[config.mk]
export PLATFORM = sky130hd
export DESIGN_NAME = sd_reader_top
export DESIGN_NICKNAME = d
export VERILOG_FILES = /design/src/source/sd_pkg.sv /design/src/source/sd_spi_engine.sv /design/src/source/sd_transaction.sv /design/src/source/sd_sequencer.sv /design/src/source/sd_reader_top.sv
export SDC_FILE = /design/constraint.sdc
export NUM_CORES = 1
export LEC_CHECK = 0
export BUFFER_PORTS_ARGS = -buffer_cell sky130_fd_sc_hd__buf_2
export CAP_MARGIN = 5
export CORE_UTILIZATION = 55
export CTS_CLUSTER_SIZE = 40
export DETAILED_ROUTE_END_ITERATION = 10
export HOLD_SLACK_MARGIN = 0.03
export PLACE_DENSITY = 0.73
export SLEW_MARGIN = 25
export SYNTH_ARGS = -nofsm -noshare
export SYNTH_HDL_FRONTEND = slang
export SYNTH_HIERARCHICAL = 1
export SYNTH_SLANG_ARGS = --single-unit
[constraint.sdc]
create_clock -name clk -period 10.49 [get_ports clk]
set_input_delay 1.049 -clock clk [delete_from_list [all_inputs] [get_ports clk]]
set_output_delay 1.049 -clock clk [all_outputs]
set_load 0.02 [all_outputs]
[src/source/sd_pkg.sv]
`default_nettype none

package sd_pkg;

    typedef logic [7:0]  byte_t;
    typedef logic [31:0] sector_t;
    typedef logic [5:0]  cmd_index_t;

    // SD command indices used in SPI mode
    localparam cmd_index_t CMD_GO_IDLE       = 6'd0;
    localparam cmd_index_t CMD_SEND_IF_COND  = 6'd8;
    localparam cmd_index_t CMD_APP           = 6'd55;
    localparam cmd_index_t ACMD_SEND_OP_COND = 6'd41;
    localparam cmd_index_t CMD_SET_BLOCKLEN  = 6'd16;
    localparam cmd_index_t CMD_READ_SINGLE   = 6'd17;

    localparam byte_t R1_IDLE    = 8'h01;  // Card still in idle state
    localparam byte_t R1_READY   = 8'h00;  // No error bits
    localparam byte_t DATA_TOKEN = 8'hFE;  // Start of data block
    localparam byte_t FILL_BYTE  = 8'hFF;  // Idle line, no response yet

    localparam int BLOCK_BYTES   = 512;
    localparam int CRC_BYTES     = 2;
    localparam int POWERUP_BYTES = 10;     // 80 SCK periods

    typedef enum logic [1:0] {
        TXN_POWERUP,                       // FFh bytes with chip select high
        TXN_CMD,                           // Command frame plus response
        TXN_CMD_DATA                       // Command, response and one data block
    } txn_kind_e;

    typedef struct packed {
        txn_kind_e  kind;
        cmd_index_t index;
        sector_t    arg;
        byte_t      crc;                   // Whole last frame byte with end bit
        logic [2:0] extra_bytes;           // Response bytes after R1 to drop
    } txn_req_t;

    typedef struct packed {
        byte_t r1;
        logic  timed_out;
    } txn_rsp_t;

endpackage

`default_nettype wire

[src/source/sd_spi_engine.sv]
`timescale 1ns/1ns
`default_nettype none

module sd_spi_engine #(
    parameter int INIT_HALF_PERIOD = 125,
    parameter int FAST_HALF_PERIOD = 4
) (
    input  logic          clk,
    input  logic          rst_n,
    input  logic          fast_clk,
    input  logic          xfer_start,
    input  sd_pkg::byte_t tx_byte,
    input  logic          miso,
    output logic          xfer_done,
    output sd_pkg::byte_t rx_byte,
    output logic          sck,
    output logic          mosi
);

    logic [15:0]   div_cnt;
    logic [15:0]   half_last;
    logic [3:0]    edge_cnt;        // 16 SCK edges per byte
    logic          active;
    logic          tick;
    sd_pkg::byte_t shreg;           // TX bits out the top, RX bits in the bottom

    assign half_last = fast_clk ? 16'(FAST_HALF_PERIOD - 1) : 16'(INIT_HALF_PERIOD - 1);
    assign tick      = active && (div_cnt == half_last);
    assign rx_byte   = shreg;

    always_ff @(posedge clk or negedge rst_n) begin
        if (!rst_n) begin
            active    <= 1'b0;
            div_cnt   <= '0;
            edge_cnt  <= '0;
            sck       <= 1'b0;
            mosi      <= 1'b1;
            xfer_done <= 1'b0;
        end else begin
            xfer_done <= 1'b0;
            if (xfer_start && !active) begin
                active   <= 1'b1;
                div_cnt  <= '0;
                edge_cnt <= '0;
                mosi     <= tx_byte[7];          // MSB ready before first rise
            end else if (tick) begin
                div_cnt  <= '0;
                sck      <= ~sck;
                edge_cnt <= edge_cnt + 4'd1;
                if (sck) begin
                    // Falling edge shifts out the next bit, idles high after the last
                    mosi <= (edge_cnt == 4'd15) ? 1'b1 : shreg[7];
                end
                if (edge_cnt == 4'd15) begin
                    active    <= 1'b0;
                    xfer_done <= 1'b1;
                end
            end else if (active) begin
                div_cnt <= div_cnt + 16'd1;
            end
        end
    end

    always_ff @(posedge clk) begin
        if (xfer_start && !active) begin
            shreg <= tx_byte;
        end else if (tick && !sck) begin
            shreg <= {shreg[6:0], miso};         // Sample on rising edge
        end
    end

endmodule

`default_nettype wire

[src/source/sd_transaction.sv]
`timescale 1ns/1ns
`default_nettype none

module sd_transaction #(
    parameter int RESP_TIMEOUT_BYTES  = 16,
    parameter int TOKEN_TIMEOUT_BYTES = 200
) (
    input  logic             clk,
    input  logic             rst_n,
    input  logic             txn_start,
    input  sd_pkg::txn_req_t txn_req,
    input  logic             xfer_done,
    input  sd_pkg::byte_t    rx_byte,
    output logic             txn_done,
    output sd_pkg::txn_rsp_t txn_rsp,
    output logic             xfer_start,
    output sd_pkg::byte_t    tx_byte,
    output logic             cs_n,
    output sd_pkg::byte_t    data_out,
    output logic             data_valid
);

    typedef enum logic [3:0] {
        S_IDLE, S_PWR, S_CMD, S_RESP, S_EXTRA, S_TOKEN, S_DATA, S_CRC, S_TAIL
    } state_e;

    state_e           state;
    state_e           state_nx;
    sd_pkg::txn_req_t req_q;
    sd_pkg::txn_req_t cur_req;
    logic [9:0]       cnt;          // Bytes done in the current state
    logic [2:0]       frame_sel;
    logic [47:0]      frame;
    sd_pkg::byte_t    r1_now;
    logic             got_r1;
    logic             got_tok;
    logic             resp_to;
    logic             tok_to;
    logic             want_data;
    logic             launch;

    assign launch    = txn_start && (state == S_IDLE);
    assign got_r1    = rx_byte != sd_pkg::FILL_BYTE;
    assign got_tok   = rx_byte == sd_pkg::DATA_TOKEN;
    assign resp_to   = cnt == 10'(RESP_TIMEOUT_BYTES - 1);
    assign tok_to    = cnt == 10'(TOKEN_TIMEOUT_BYTES - 1);
    assign r1_now    = (state == S_RESP) ? rx_byte : txn_rsp.r1;
    assign want_data = (req_q.kind == sd_pkg::TXN_CMD_DATA) && (r1_now == sd_pkg::R1_READY);

    // First frame byte comes straight from the request
    assign cur_req   = (state == S_IDLE) ? txn_req : req_q;
    assign frame     = {2'b01, cur_req.index, cur_req.arg, cur_req.crc};
    assign frame_sel = (state == S_IDLE) ? 3'd0 : cnt[2:0] + 3'd1;

    always_comb begin
        state_nx = state;
        case (state)
            S_IDLE: begin
                if (txn_start) begin
                    state_nx = (txn_req.kind == sd_pkg::TXN_POWERUP) ? S_PWR : S_CMD;
                end
            end
            S_PWR: begin
                if (xfer_done && cnt == 10'(sd_pkg::POWERUP_BYTES - 1)) state_nx = S_TAIL;
            end
            S_CMD: begin
                if (xfer_done && cnt == 10'd5) state_nx = S_RESP;
            end
            S_RESP: begin
                if (xfer_done) begin
                    if (got_r1) begin
                        if (req_q.extra_bytes != 3'd0) begin
                            state_nx = S_EXTRA;
                        end else begin
                            state_nx = want_data ? S_TOKEN : S_TAIL;
                        end
                    end else if (resp_to) begin
                        state_nx = S_TAIL;
                    end
                end
            end
            S_EXTRA: begin
                if (xfer_done && cnt == 10'(req_q.extra_bytes) - 10'd1) begin
                    state_nx = want_data ? S_TOKEN : S_TAIL;
                end
            end
            S_TOKEN: begin
                if (xfer_done) begin
                    if (got_tok) begin
                        state_nx = S_DATA;
                    end else if (tok_to) begin
                        state_nx = S_TAIL;
                    end
                end
            end
            S_DATA: begin
                if (xfer_done && cnt == 10'(sd_pkg::BLOCK_BYTES - 1)) state_nx = S_CRC;
            end
            S_CRC: begin
                if (xfer_done && cnt == 10'(sd_pkg::CRC_BYTES - 1)) state_nx = S_TAIL;
            end
            S_TAIL: begin
                if (xfer_done) state_nx = S_IDLE;      // Extra fill byte with CS high
            end
            default: state_nx = S_IDLE;
        endcase
    end

    always_ff @(posedge clk or negedge rst_n) begin
        if (!rst_n) begin
            state      <= S_IDLE;
            cnt        <= '0;
            xfer_start <= 1'b0;
            cs_n       <= 1'b1;
            data_valid <= 1'b0;
            txn_done   <= 1'b0;
            txn_rsp    <= '{r1: sd_pkg::FILL_BYTE, timed_out: 1'b0};
        end else begin
            state <= state_nx;
            if (state_nx != state) begin
                cnt <= '0;
            end else if (xfer_done) begin
                cnt <= cnt + 10'd1;
            end
            xfer_start <= launch || (xfer_done && state_nx != S_IDLE);
            cs_n       <= (state_nx == S_IDLE) || (state_nx == S_PWR) || (state_nx == S_TAIL);
            data_valid <= (state == S_DATA) && xfer_done;
            txn_done   <= (state == S_TAIL) && xfer_done;
            if (launch) begin
                txn_rsp <= '{r1: sd_pkg::FILL_BYTE, timed_out: 1'b0};
            end else if (xfer_done) begin
                if (state == S_RESP && got_r1) txn_rsp.r1 <= rx_byte;
                if ((state == S_RESP && !got_r1 && resp_to) ||
                    (state == S_TOKEN && !got_tok && tok_to)) begin
                    txn_rsp.timed_out <= 1'b1;
                end
            end
        end
    end

    always_ff @(posedge clk) begin
        if (launch) req_q <= txn_req;
        if (launch || xfer_done) begin
            tx_byte <= (state_nx == S_CMD) ? frame[47 - 8 * frame_sel -: 8] : sd_pkg::FILL_BYTE;
        end
        if (state == S_DATA && xfer_done) data_out <= rx_byte;
    end

endmodule

`default_nettype wire

[src/source/sd_sequencer.sv]
`timescale 1ns/1ns
`default_nettype none

module sd_sequencer #(
    parameter int INIT_RETRIES = 1000
) (
    input  logic             clk,
    input  logic             rst_n,
    input  logic             start_read,
    input  sd_pkg::sector_t  sector_addr,
    input  sd_pkg::byte_t    block_count,
    input  logic             txn_done,
    input  sd_pkg::txn_rsp_t txn_rsp,
    output logic             txn_start,
    output sd_pkg::txn_req_t txn_req,
    output logic             fast_clk,
    output logic             busy,
    output logic             error
);

    localparam int RETRY_W = $clog2(INIT_RETRIES + 1);

    typedef enum logic [3:0] {
        S_PWR, S_CMD0, S_CMD8, S_CMD55, S_ACMD41, S_CMD16, S_IDLE, S_READ, S_ERR
    } state_e;

    state_e             state;
    state_e             state_nx;
    logic               pending;        // Transaction in flight
    logic [RETRY_W-1:0] retries;
    sd_pkg::sector_t    sector;
    sd_pkg::byte_t      blocks_left;
    logic               r1_idle;
    logic               r1_ready;

    assign txn_start = !pending && (state != S_IDLE) && (state != S_ERR);
    assign r1_idle   = txn_rsp.r1 == sd_pkg::R1_IDLE;
    assign r1_ready  = txn_rsp.r1 == sd_pkg::R1_READY;

    always_comb begin
        txn_req      = '0;
        txn_req.kind = sd_pkg::TXN_CMD;
        txn_req.crc  = sd_pkg::FILL_BYTE;   // CRC unchecked after CMD8
        case (state)
            S_PWR:    txn_req.kind = sd_pkg::TXN_POWERUP;
            S_CMD0: begin
                txn_req.index = sd_pkg::CMD_GO_IDLE;
                txn_req.crc   = 8'h95;
            end
            S_CMD8: begin
                txn_req.index       = sd_pkg::CMD_SEND_IF_COND;
                txn_req.arg         = 32'h0000_01AA;       // 2.7-3.6 V, check pattern
                txn_req.crc         = 8'h87;
                txn_req.extra_bytes = 3'd4;                // R7 tail
            end
            S_CMD55:  txn_req.index = sd_pkg::CMD_APP;
            S_ACMD41: begin
                txn_req.index = sd_pkg::ACMD_SEND_OP_COND;
                txn_req.arg   = 32'h4000_0000;             // HCS set
            end
            S_CMD16: begin
                txn_req.index = sd_pkg::CMD_SET_BLOCKLEN;
                txn_req.arg   = 32'(sd_pkg::BLOCK_BYTES);
            end
            S_READ: begin
                txn_req.kind  = sd_pkg::TXN_CMD_DATA;
                txn_req.index = sd_pkg::CMD_READ_SINGLE;
                txn_req.arg   = sector;
            end
            default: ;
        endcase
    end

    always_comb begin
        state_nx = state;
        if (state == S_IDLE) begin
            if (start_read && block_count != 8'd0) state_nx = S_READ;
        end else if (txn_done && state != S_ERR) begin
            state_nx = S_ERR;                        // Unless the answer fits below
            if (!txn_rsp.timed_out) begin
                case (state)
                    S_PWR:   state_nx = S_CMD0;
                    S_CMD0:  if (r1_idle) state_nx = S_CMD8;
                    S_CMD8:  if (r1_idle) state_nx = S_CMD55;
                    S_CMD55: if (r1_idle) state_nx = S_ACMD41;
                    S_ACMD41: begin
                        if (r1_ready) begin
                            state_nx = S_CMD16;
                        end else if (r1_idle && retries != RETRY_W'(INIT_RETRIES - 1)) begin
                            state_nx = S_CMD55;
                        end
                    end
                    S_CMD16: if (r1_ready) state_nx = S_IDLE;
                    S_READ: begin
                        if (r1_ready) state_nx = (blocks_left == 8'd1) ? S_IDLE : S_READ;
                    end
                    default: ;
                endcase
            end
        end
    end

    always_ff @(posedge clk or negedge rst_n) begin
        if (!rst_n) begin
            state       <= S_PWR;
            pending     <= 1'b0;
            retries     <= '0;
            fast_clk    <= 1'b0;
            busy        <= 1'b1;
            error       <= 1'b0;
            sector      <= '0;
            blocks_left <= '0;
        end else begin
            state <= state_nx;
            busy  <= (state_nx != S_IDLE) && (state_nx != S_ERR);
            if (state_nx == S_ERR) error <= 1'b1;          // Sticky until reset
            if (txn_start) begin
                pending <= 1'b1;
            end else if (txn_done) begin
                pending <= 1'b0;
            end
            if (state == S_ACMD41 && state_nx == S_CMD55) retries <= retries + 1'b1;
            if (state == S_CMD16 && state_nx == S_IDLE) fast_clk <= 1'b1;
            if (state == S_IDLE && state_nx == S_READ) begin
                sector      <= sector_addr;
                blocks_left <= block_count;
            end else if (state == S_READ && txn_done && state_nx == S_READ) begin
                sector      <= sector + 32'd1;
                blocks_left <= blocks_left - 8'd1;
            end
        end
    end

endmodule

`default_nettype wire

[src/source/sd_reader_top.sv]
`timescale 1ns/1ns
`default_nettype none

module sd_reader_top #(
    parameter int INIT_HALF_PERIOD    = 125,
    parameter int FAST_HALF_PERIOD    = 4,
    parameter int RESP_TIMEOUT_BYTES  = 16,
    parameter int TOKEN_TIMEOUT_BYTES = 200,
    parameter int INIT_RETRIES        = 1000
) (
    input  logic            clk,
    input  logic            rst_n,
    input  logic            miso,
    input  logic            start_read,
    input  sd_pkg::sector_t sector_addr,
    input  sd_pkg::byte_t   block_count,
    output logic            cs_n,
    output logic            sck,
    output logic            mosi,
    output sd_pkg::byte_t   data_out,
    output logic            data_valid,
    output logic            busy,
    output logic            error
);

    logic             txn_start;
    logic             txn_done;
    sd_pkg::txn_req_t txn_req;
    sd_pkg::txn_rsp_t txn_rsp;
    logic             fast_clk;
    logic             xfer_start;
    logic             xfer_done;
    sd_pkg::byte_t    tx_byte;
    sd_pkg::byte_t    rx_byte;

    sd_sequencer #(
        .INIT_RETRIES (INIT_RETRIES)
    ) u_sequencer (
        .clk         (clk),
        .rst_n       (rst_n),
        .start_read  (start_read),
        .sector_addr (sector_addr),
        .block_count (block_count),
        .txn_done    (txn_done),
        .txn_rsp     (txn_rsp),
        .txn_start   (txn_start),
        .txn_req     (txn_req),
        .fast_clk    (fast_clk),
        .busy        (busy),
        .error       (error)
    );

    sd_transaction #(
        .RESP_TIMEOUT_BYTES  (RESP_TIMEOUT_BYTES),
        .TOKEN_TIMEOUT_BYTES (TOKEN_TIMEOUT_BYTES)
    ) u_transaction (
        .clk        (clk),
        .rst_n      (rst_n),
        .txn_start  (txn_start),
        .txn_req    (txn_req),
        .xfer_done  (xfer_done),
        .rx_byte    (rx_byte),
        .txn_done   (txn_done),
        .txn_rsp    (txn_rsp),
        .xfer_start (xfer_start),
        .tx_byte    (tx_byte),
        .cs_n       (cs_n),
        .data_out   (data_out),
        .data_valid (data_valid)
    );

    sd_spi_engine #(
        .INIT_HALF_PERIOD (INIT_HALF_PERIOD),
        .FAST_HALF_PERIOD (FAST_HALF_PERIOD)
    ) u_engine (
        .clk        (clk),
        .rst_n      (rst_n),
        .fast_clk   (fast_clk),
        .xfer_start (xfer_start),
        .tx_byte    (tx_byte),
        .miso       (miso),
        .xfer_done  (xfer_done),
        .rx_byte    (rx_byte),
        .sck        (sck),
        .mosi       (mosi)
    );

endmodule

`default_nettype wire

=== Yosys cells after proc, flatten, opt, wreduce, memory -nomap -nowiden ===
Index checks and enable logic that the tools add are counted.

* Flip-flop bits (word level): 184
* Bits of input ports: 44
* Output and inout bits: 14
* Word-level logic and storage cells: 216

* Add/sub/neg operators: 9
* Equal/unequal tests: 42
* Shift-type cells: 1
* Muxes and demuxes: 68
* Bitwise gates (word level): 2
* Reduce and logical (&&, ||, !) cells: 64

{| class="wikitable"
|+ Operators by type and width
! kind !! count
|-
| case mux 32 bit (4 select lines) || 1
|-
| 2-to-1 mux 4 bit || 28
|-
| 2-to-1 mux 32 bit || 2
|-
| indexed part select 55 x 33 -> 8 bit || 1
|-
| 2-to-1 mux 49 bit || 1
|-
| 2-to-1 mux 16 bit || 3
|-
| 2-to-1 mux 8 bit || 6
|-
| equality test 4 x 3 -> 1 bit (second input constant) || 10
|-
| case mux 4 bit (9 select lines) || 1
|-
| adder 32 x 1 -> 32 bit (second input constant) || 1
|-
| case mux 6 bit (5 select lines) || 1
|-
| logical AND 1 bit || 29
|-
| case mux 4 bit (7 select lines) || 1
|-
| equality test 4 x 2 -> 1 bit (second input constant) || 6
|-
| adder 10 x 1 -> 10 bit (second input constant) || 2
|-
| equality test 10 x 4 -> 1 bit (second input constant) || 2
|-
| 2-to-1 mux 10 bit || 2
|-
| nonzero test 2 bit || 10
|-
| 2-to-1 mux 9 bit || 2
|-
| adder 16 x 1 -> 16 bit (second input constant) || 1
|-
| equality test 16 bit || 1
|-
| equality test 4 bit (second input constant) || 4
|-
| equality test 8 x 1 -> 1 bit (second input constant) || 2
|-
| logical NOT 8 bit || 2
|-
| other kinds (33) || 67
|}

=== Logic depth before layout (Yosys ltp) ===
* Word-level depth: 12
* Mapped depth: 14
* Depth with buffers taken out: 11

=== By module ===
Netlist, hierarchy kept.

{| class="wikitable"
|+ By module, submodules not included
! module !! times used !! cells each !! area an instance (sq um) !! seq. area each (sq um)
|-
| sd_transaction || 1 || 382 || 4644.5 || 2698.8
|-
| sd_sequencer || 1 || 472 || 4210.3 || 1452.6
|-
| sd_spi_engine || 1 || 161 || 1626.6 || 842.1
|}

=== Worst setup path after synthesis ===
No wires, ideal clock.

* Path kind: register -> register
* Start point: register u_transaction.state[3]
* End point: register u_transaction.tx_byte[0] (enable)
* Setup time: 0.325 ns
* Arrival time: 3.178 ns
* Path slack: 6.987 ns
* Stages on the path, launching flop included: 8
* Period minus slack after synthesis: 3.503 ns
* Cell sequence: dfrtp_1 -> clkbuf_1 -> nor4_1 -> clkbuf_1 -> nand2_1 -> inv_1 -> nor2_1 -> inv_1

* Longest elaborated chain between the ends: 3

{| class="wikitable"
|+ RTL lines
! item !! RTL line !! RTL
|-
| start: declaration || sd_transaction.sv:27 || <nowiki>state_e state;</nowiki>
|-
| start signal: assignment || sd_transaction.sv:119 || <nowiki>state <= state_nx;</nowiki>
|-
| logical NOT 4 bit || sd_transaction.sv:42 || <nowiki>assign launch = txn_start && (state == S_IDLE);</nowiki>
|-
| logical AND 1 bit || sd_transaction.sv:42 ||
|-
| via u_transaction.launch || sd_transaction.sv:40 || <nowiki>logic launch;</nowiki>
|-
| logical OR 1 bit || sd_transaction.sv:143 || <nowiki>if (launch || xfer_done) begin</nowiki>
|-
| end signal: assignment || sd_transaction.sv:144 || <nowiki>tx_byte <= (state_nx == S_CMD) ? frame[47 - 8 * frame_sel -: 8] : sd_pkg::FILL_BYTE;</nowiki>
|-
| end: declaration || sd_transaction.sv:17 || <nowiki>output sd_pkg::byte_t tx_byte,</nowiki>
|}

The timed path passes the listed nets, and every way through them passes these cells.
A chain may end at the register's enable or synchronous reset.

=== Worst setup path after layout ===
* Start point: register u_sequencer.state[1]
* End point: register u_transaction.tx_byte[6] (data pin)

{| class="wikitable"
|+ RTL lines
! item !! RTL line !! RTL
|-
| start: declaration || sd_sequencer.sv:27 || <nowiki>state_e state;</nowiki>
|-
| start signal: assignment || sd_sequencer.sv:114 || <nowiki>state <= state_nx;</nowiki>
|-
| != test 4 x 3 -> 1 bit || sd_sequencer.sv:36 || <nowiki>assign txn_start = !pending && (state != S_IDLE) && (state != S_ERR);</nowiki>
|-
| logical AND 1 bit || sd_sequencer.sv:36 ||
|-
| logical AND 1 bit * || sd_sequencer.sv:36 ||
|-
| via txn_start || sd_reader_top.sv:26 || <nowiki>logic txn_start;</nowiki>
|-
| 2-to-1 mux 4 bit * || sd_transaction.sv:59 || <nowiki>if (txn_start) begin</nowiki>
|-
| case mux 4 bit (9 select lines) * || sd_transaction.sv:57 || <nowiki>case (state)</nowiki>
|-
| equality test 4 x 2 -> 1 bit * || sd_transaction.sv:144 ||
|}

Mark *: on every way through the listed nets, which the timed path passes. The rest lies on a longest branch.

==> flow_summary.json <==
{
  "outcome": "completed",
  "via_per_inst": 6.05,
  "fin_crit_sh": 0.347,
  "track_usage": 0.241,
  "finalSetupViolCount": 0,
  "core_area_um2": 18700,
  "synth_compound_area_frac": 0.135,
  "synth_top_family_by_area": "simple AND/OR/NAND/NOR gates",
  "grt_pass1_wl_mm": 37.3,
  "clk-insertion-delay-late_ns": 0.43,
  "rsz0062_at_grt": "false",
  "whs_path_depth": 1,
  "cts.clk_slew.worst_paths_ns": 0.07,
  "rrSetupSlack_ns": 6.85,
  "min_path_type": "reg2reg",
  "p_leak_nw": 4.22,
  "drv_slew": 0,
  "nets": 1093,
  "root_buffer": "clkbuf_16",
  "synth_warnings": 6,
  "cts-buffers-inserted": 17,
  "end_kind": "flip-flop",
  "area_growth_syn_to_layout_pct": 8.86,
  "synthMuxAreaShare": 0.0420,
  "n_antenna_cell": 0,
  "ys.flop_type": "dfrtp_1",
  "post-route-min-period_ns": 3.64,
  "hold_viol": 0,
  "drive_gt1_frac": 0.185,
  "hpwl_mm": 16.0,
  "ys_types": 96,
  "place.gp.congestion": 0.915,
  "synth_fa_ha_area_frac": 0.0131,
  "mostFrequentLayoutCells": "135 x nand2_1, 98 x dfrtp_1, 75 x edfxtp_1, 58 x nor2_1, 56 x buf_2",
  "grt_overflow": 0,
  "io_pins": 58,
  "dpl.cell_count": 1253,
  "critPathLaunchType": "flip-flop",
  "grt_max_degree": 65,
  "cts_tree": "done",
  "ys_seq_elements": 184,
  "routed_wirelength_mm": 22.7,
  "postCtsSetupBuffers": 0,
  "detail-route-antenna-nets": 0,
  "max_slew_margin": 0.375,
  "first_iter_violations": 692,
  "r2r-start": "u_sequencer/state[1]$_DFF_PN0_",
  "fmax_mhz": 275,
  "post_layout_nonfiller_instances": 1285,
  "maxCapViolCount": 0,
  "layout.cells.most_common": "nand2_1",
  "grt_pass1_vias": 7186,
  "drt_pass1_iterations": 5,
  "ys_seq_area_frac": 0.476,
  "synth_area_um2": 10500,
  "hold_start": "u_sequencer/retries[9]$_DFFE_PN0P_",
  "worst_r2r_endpoint": "u_transaction/tx_byte[6]$_SDFFCE_PP1P_",
  "die_h_um": 140,
  "async_reset_ff_frac": 0.592,
  "whs_ns": 0.466,
  "drc": 0,
  "crit_path_max_fanout": 19,
  "hold-path-endpoint": "u_sequencer/retries[9]$_DFFE_PN0P_",
  "finClkSkew_ns": 0.0110,
  "yosys.area_share.simple": 0.230,
  "cts_resized": 0,
  "cts_buffer_depth": 2,
  "ir_drop_mv": 0.110,
  "reg2reg_depth": 10,
  "criticalPathCategory": "reg2reg",
  "synth_edf_count": 75,
  "rows": 50,
  "tightest_slew_ns": 0.930,
  "vias": 7771,
  "power.density_nw_per_um2": 141,
  "synth_xor_xnor_area_share": 0.0552,
  "h-tree-depth": 4,
  "syn_area_per_cell_um2": 10.3,
  "crit_arrival_ns": 3.79,
  "initial_core_util": 0.560,
  "die_area_um2": 19600,
  "die_w_um": 140,
  "postSynthCellCount": 1015,
  "tns_ns": 0,
  "clock_sinks": 184,
  "cp.required_ns": 10.64,
  "hold_buffers": 0,
  "antenna_found_initial": 0,
  "port_buffers": 57,
  "wire_per_inst_um": 17.6
}
cell usage after synthesis, drive strengths merged (9+ instances only):
cell | n | area, µm²
and2 | 32 | 200
dfrtp | 98 | 2450
mux2 | 20 | 225
nand2 | 135 | 507
a21oi | 29 | 149
a211oi | 12 | 100
nor4 | 24 | 180
nor2b | 10 | 62.6
nor2 | 58 | 218
ha | 11 | 138
o21ai | 48 | 248
inv | 45 | 169
xor2 | 14 | 123
nand3 | 46 | 230
nor3 | 28 | 156
and3 | 11 | 68.8
buf | 28 | 181
edfxtp | 75 | 2250
nand4 | 28 | 175
nand2b | 9 | 56.3
a2111oi | 23 | 370
dfstp | 11 | 289
clkbuf | 36 | 155
or3 | 13 | 86.3
xnor2 | 52 | 455
sequential cells by signal (all words and copies together) (netlist names), 4 cells and up:
signal and cells:
u_transaction/tx_byte 8, u_transaction/txn_rsp 9, u_sequencer/sector 32, u_transaction/cnt 10
u_sequencer/retries 10, u_sequencer/state 4, u_sequencer/blocks_left 8, u_transaction/state 4
u_engine/edge_cnt 4, u_transaction/req_q 51, u_engine/rx_byte 8, u_engine/div_cnt 16
u_transaction/data_out 8
cell families after synthesis:
logic type      count (synthesis)
compound gates                168
xor+xnor                       66
fa+ha+maj                      11
buf+inv                       109
flops                         184
mux                            34
other cells                     2
simple gates                  441
metrics by stage:
step | util | worst slack [ns] | total power, W | cell area [µm²]
CTS | 0.609 | 6.95 | 0.00162 | 11400
floorplan | - | 6.99 | 0.000936 | 10500
global route | 0.610 | 6.60 | 0.00167 | 11400
detailed placement | 0.579 | 6.96 | 0.000992 | 10800
finish | 0.610 | 6.85 | 0.00160 | 11400
global placement | 0.579 | 7.09 | 0.000988 | 10800
worst max-delay path by stage:
stage | start | end | slack [ns] | cells past startpoint
after floorplan | u_transaction/state[3]$_DFF_PN0_ | u_transaction/tx_byte[0]$_SDFFCE_PP1P_ | 6.99 | 7
after global placement | u_sequencer/state[1]$_DFF_PN0_ | u_transaction/tx_byte[7]$_SDFFCE_PP1P_ | 7.09 | 10
after detailed placement | u_sequencer/state[1]$_DFF_PN0_ | u_transaction/tx_byte[7]$_SDFFCE_PP1P_ | 6.96 | 10
after CTS | u_sequencer/state[1]$_DFF_PN0_ | u_transaction/tx_byte[7]$_SDFFCE_PP1P_ | 6.95 | 10
after global routing | u_sequencer/state[1]$_DFF_PN0_ | u_transaction/tx_byte[7]$_SDFFCE_PP1P_ | 6.60 | 10
final | u_sequencer/state[1]$_DFF_PN0_ | u_transaction/tx_byte[6]$_SDFFCE_PP1P_ | 6.85 | 10
report_power, final:
| part | switching, W | internal, W | leakage, nW |
|---|---|---|---|
| clock network | 0.000268 | 0.000357 | 0.273 |
| registers | 0.0000295 | 0.000763 | 1.96 |
| logic | 0.000112 | 0.0000754 | 1.99 |
| total | 0.000410 | 0.00120 | 4.22 |
worst max-delay path, stage by stage (launching register included):
cell and delay [ns]:
dfrtp_1 0.80, inv_1 0.19, or3_1 0.42, a21oi_1 0.21, nor2_1 0.13, nor3b_1 0.16, o21ai_0 0.18, o211a_1 0.40
nand3_1 0.19, nor4_4 0.53, nand4_1 0.15
area by class of cell:
class	count	area [µm²]
Inverter	45	169
Multi-Input combinational cell	725	5030
Sequential cell	184	4990
Clock inverter	11	124
Tap cell	234	293
Clock buffer	21	450
Fill cell	1502	7300
Timing Repair Buffer	65	348
layer usage:
layer  share of wire  GRT usage  vias up
li1                -          -     3747
met2            0.47      0.382      235
met4           0.013     0.0642        0
met1            0.46      0.338     3764
met3           0.054     0.0499       25
met5               0          0        -
Power figures use the tool's default switching activity.
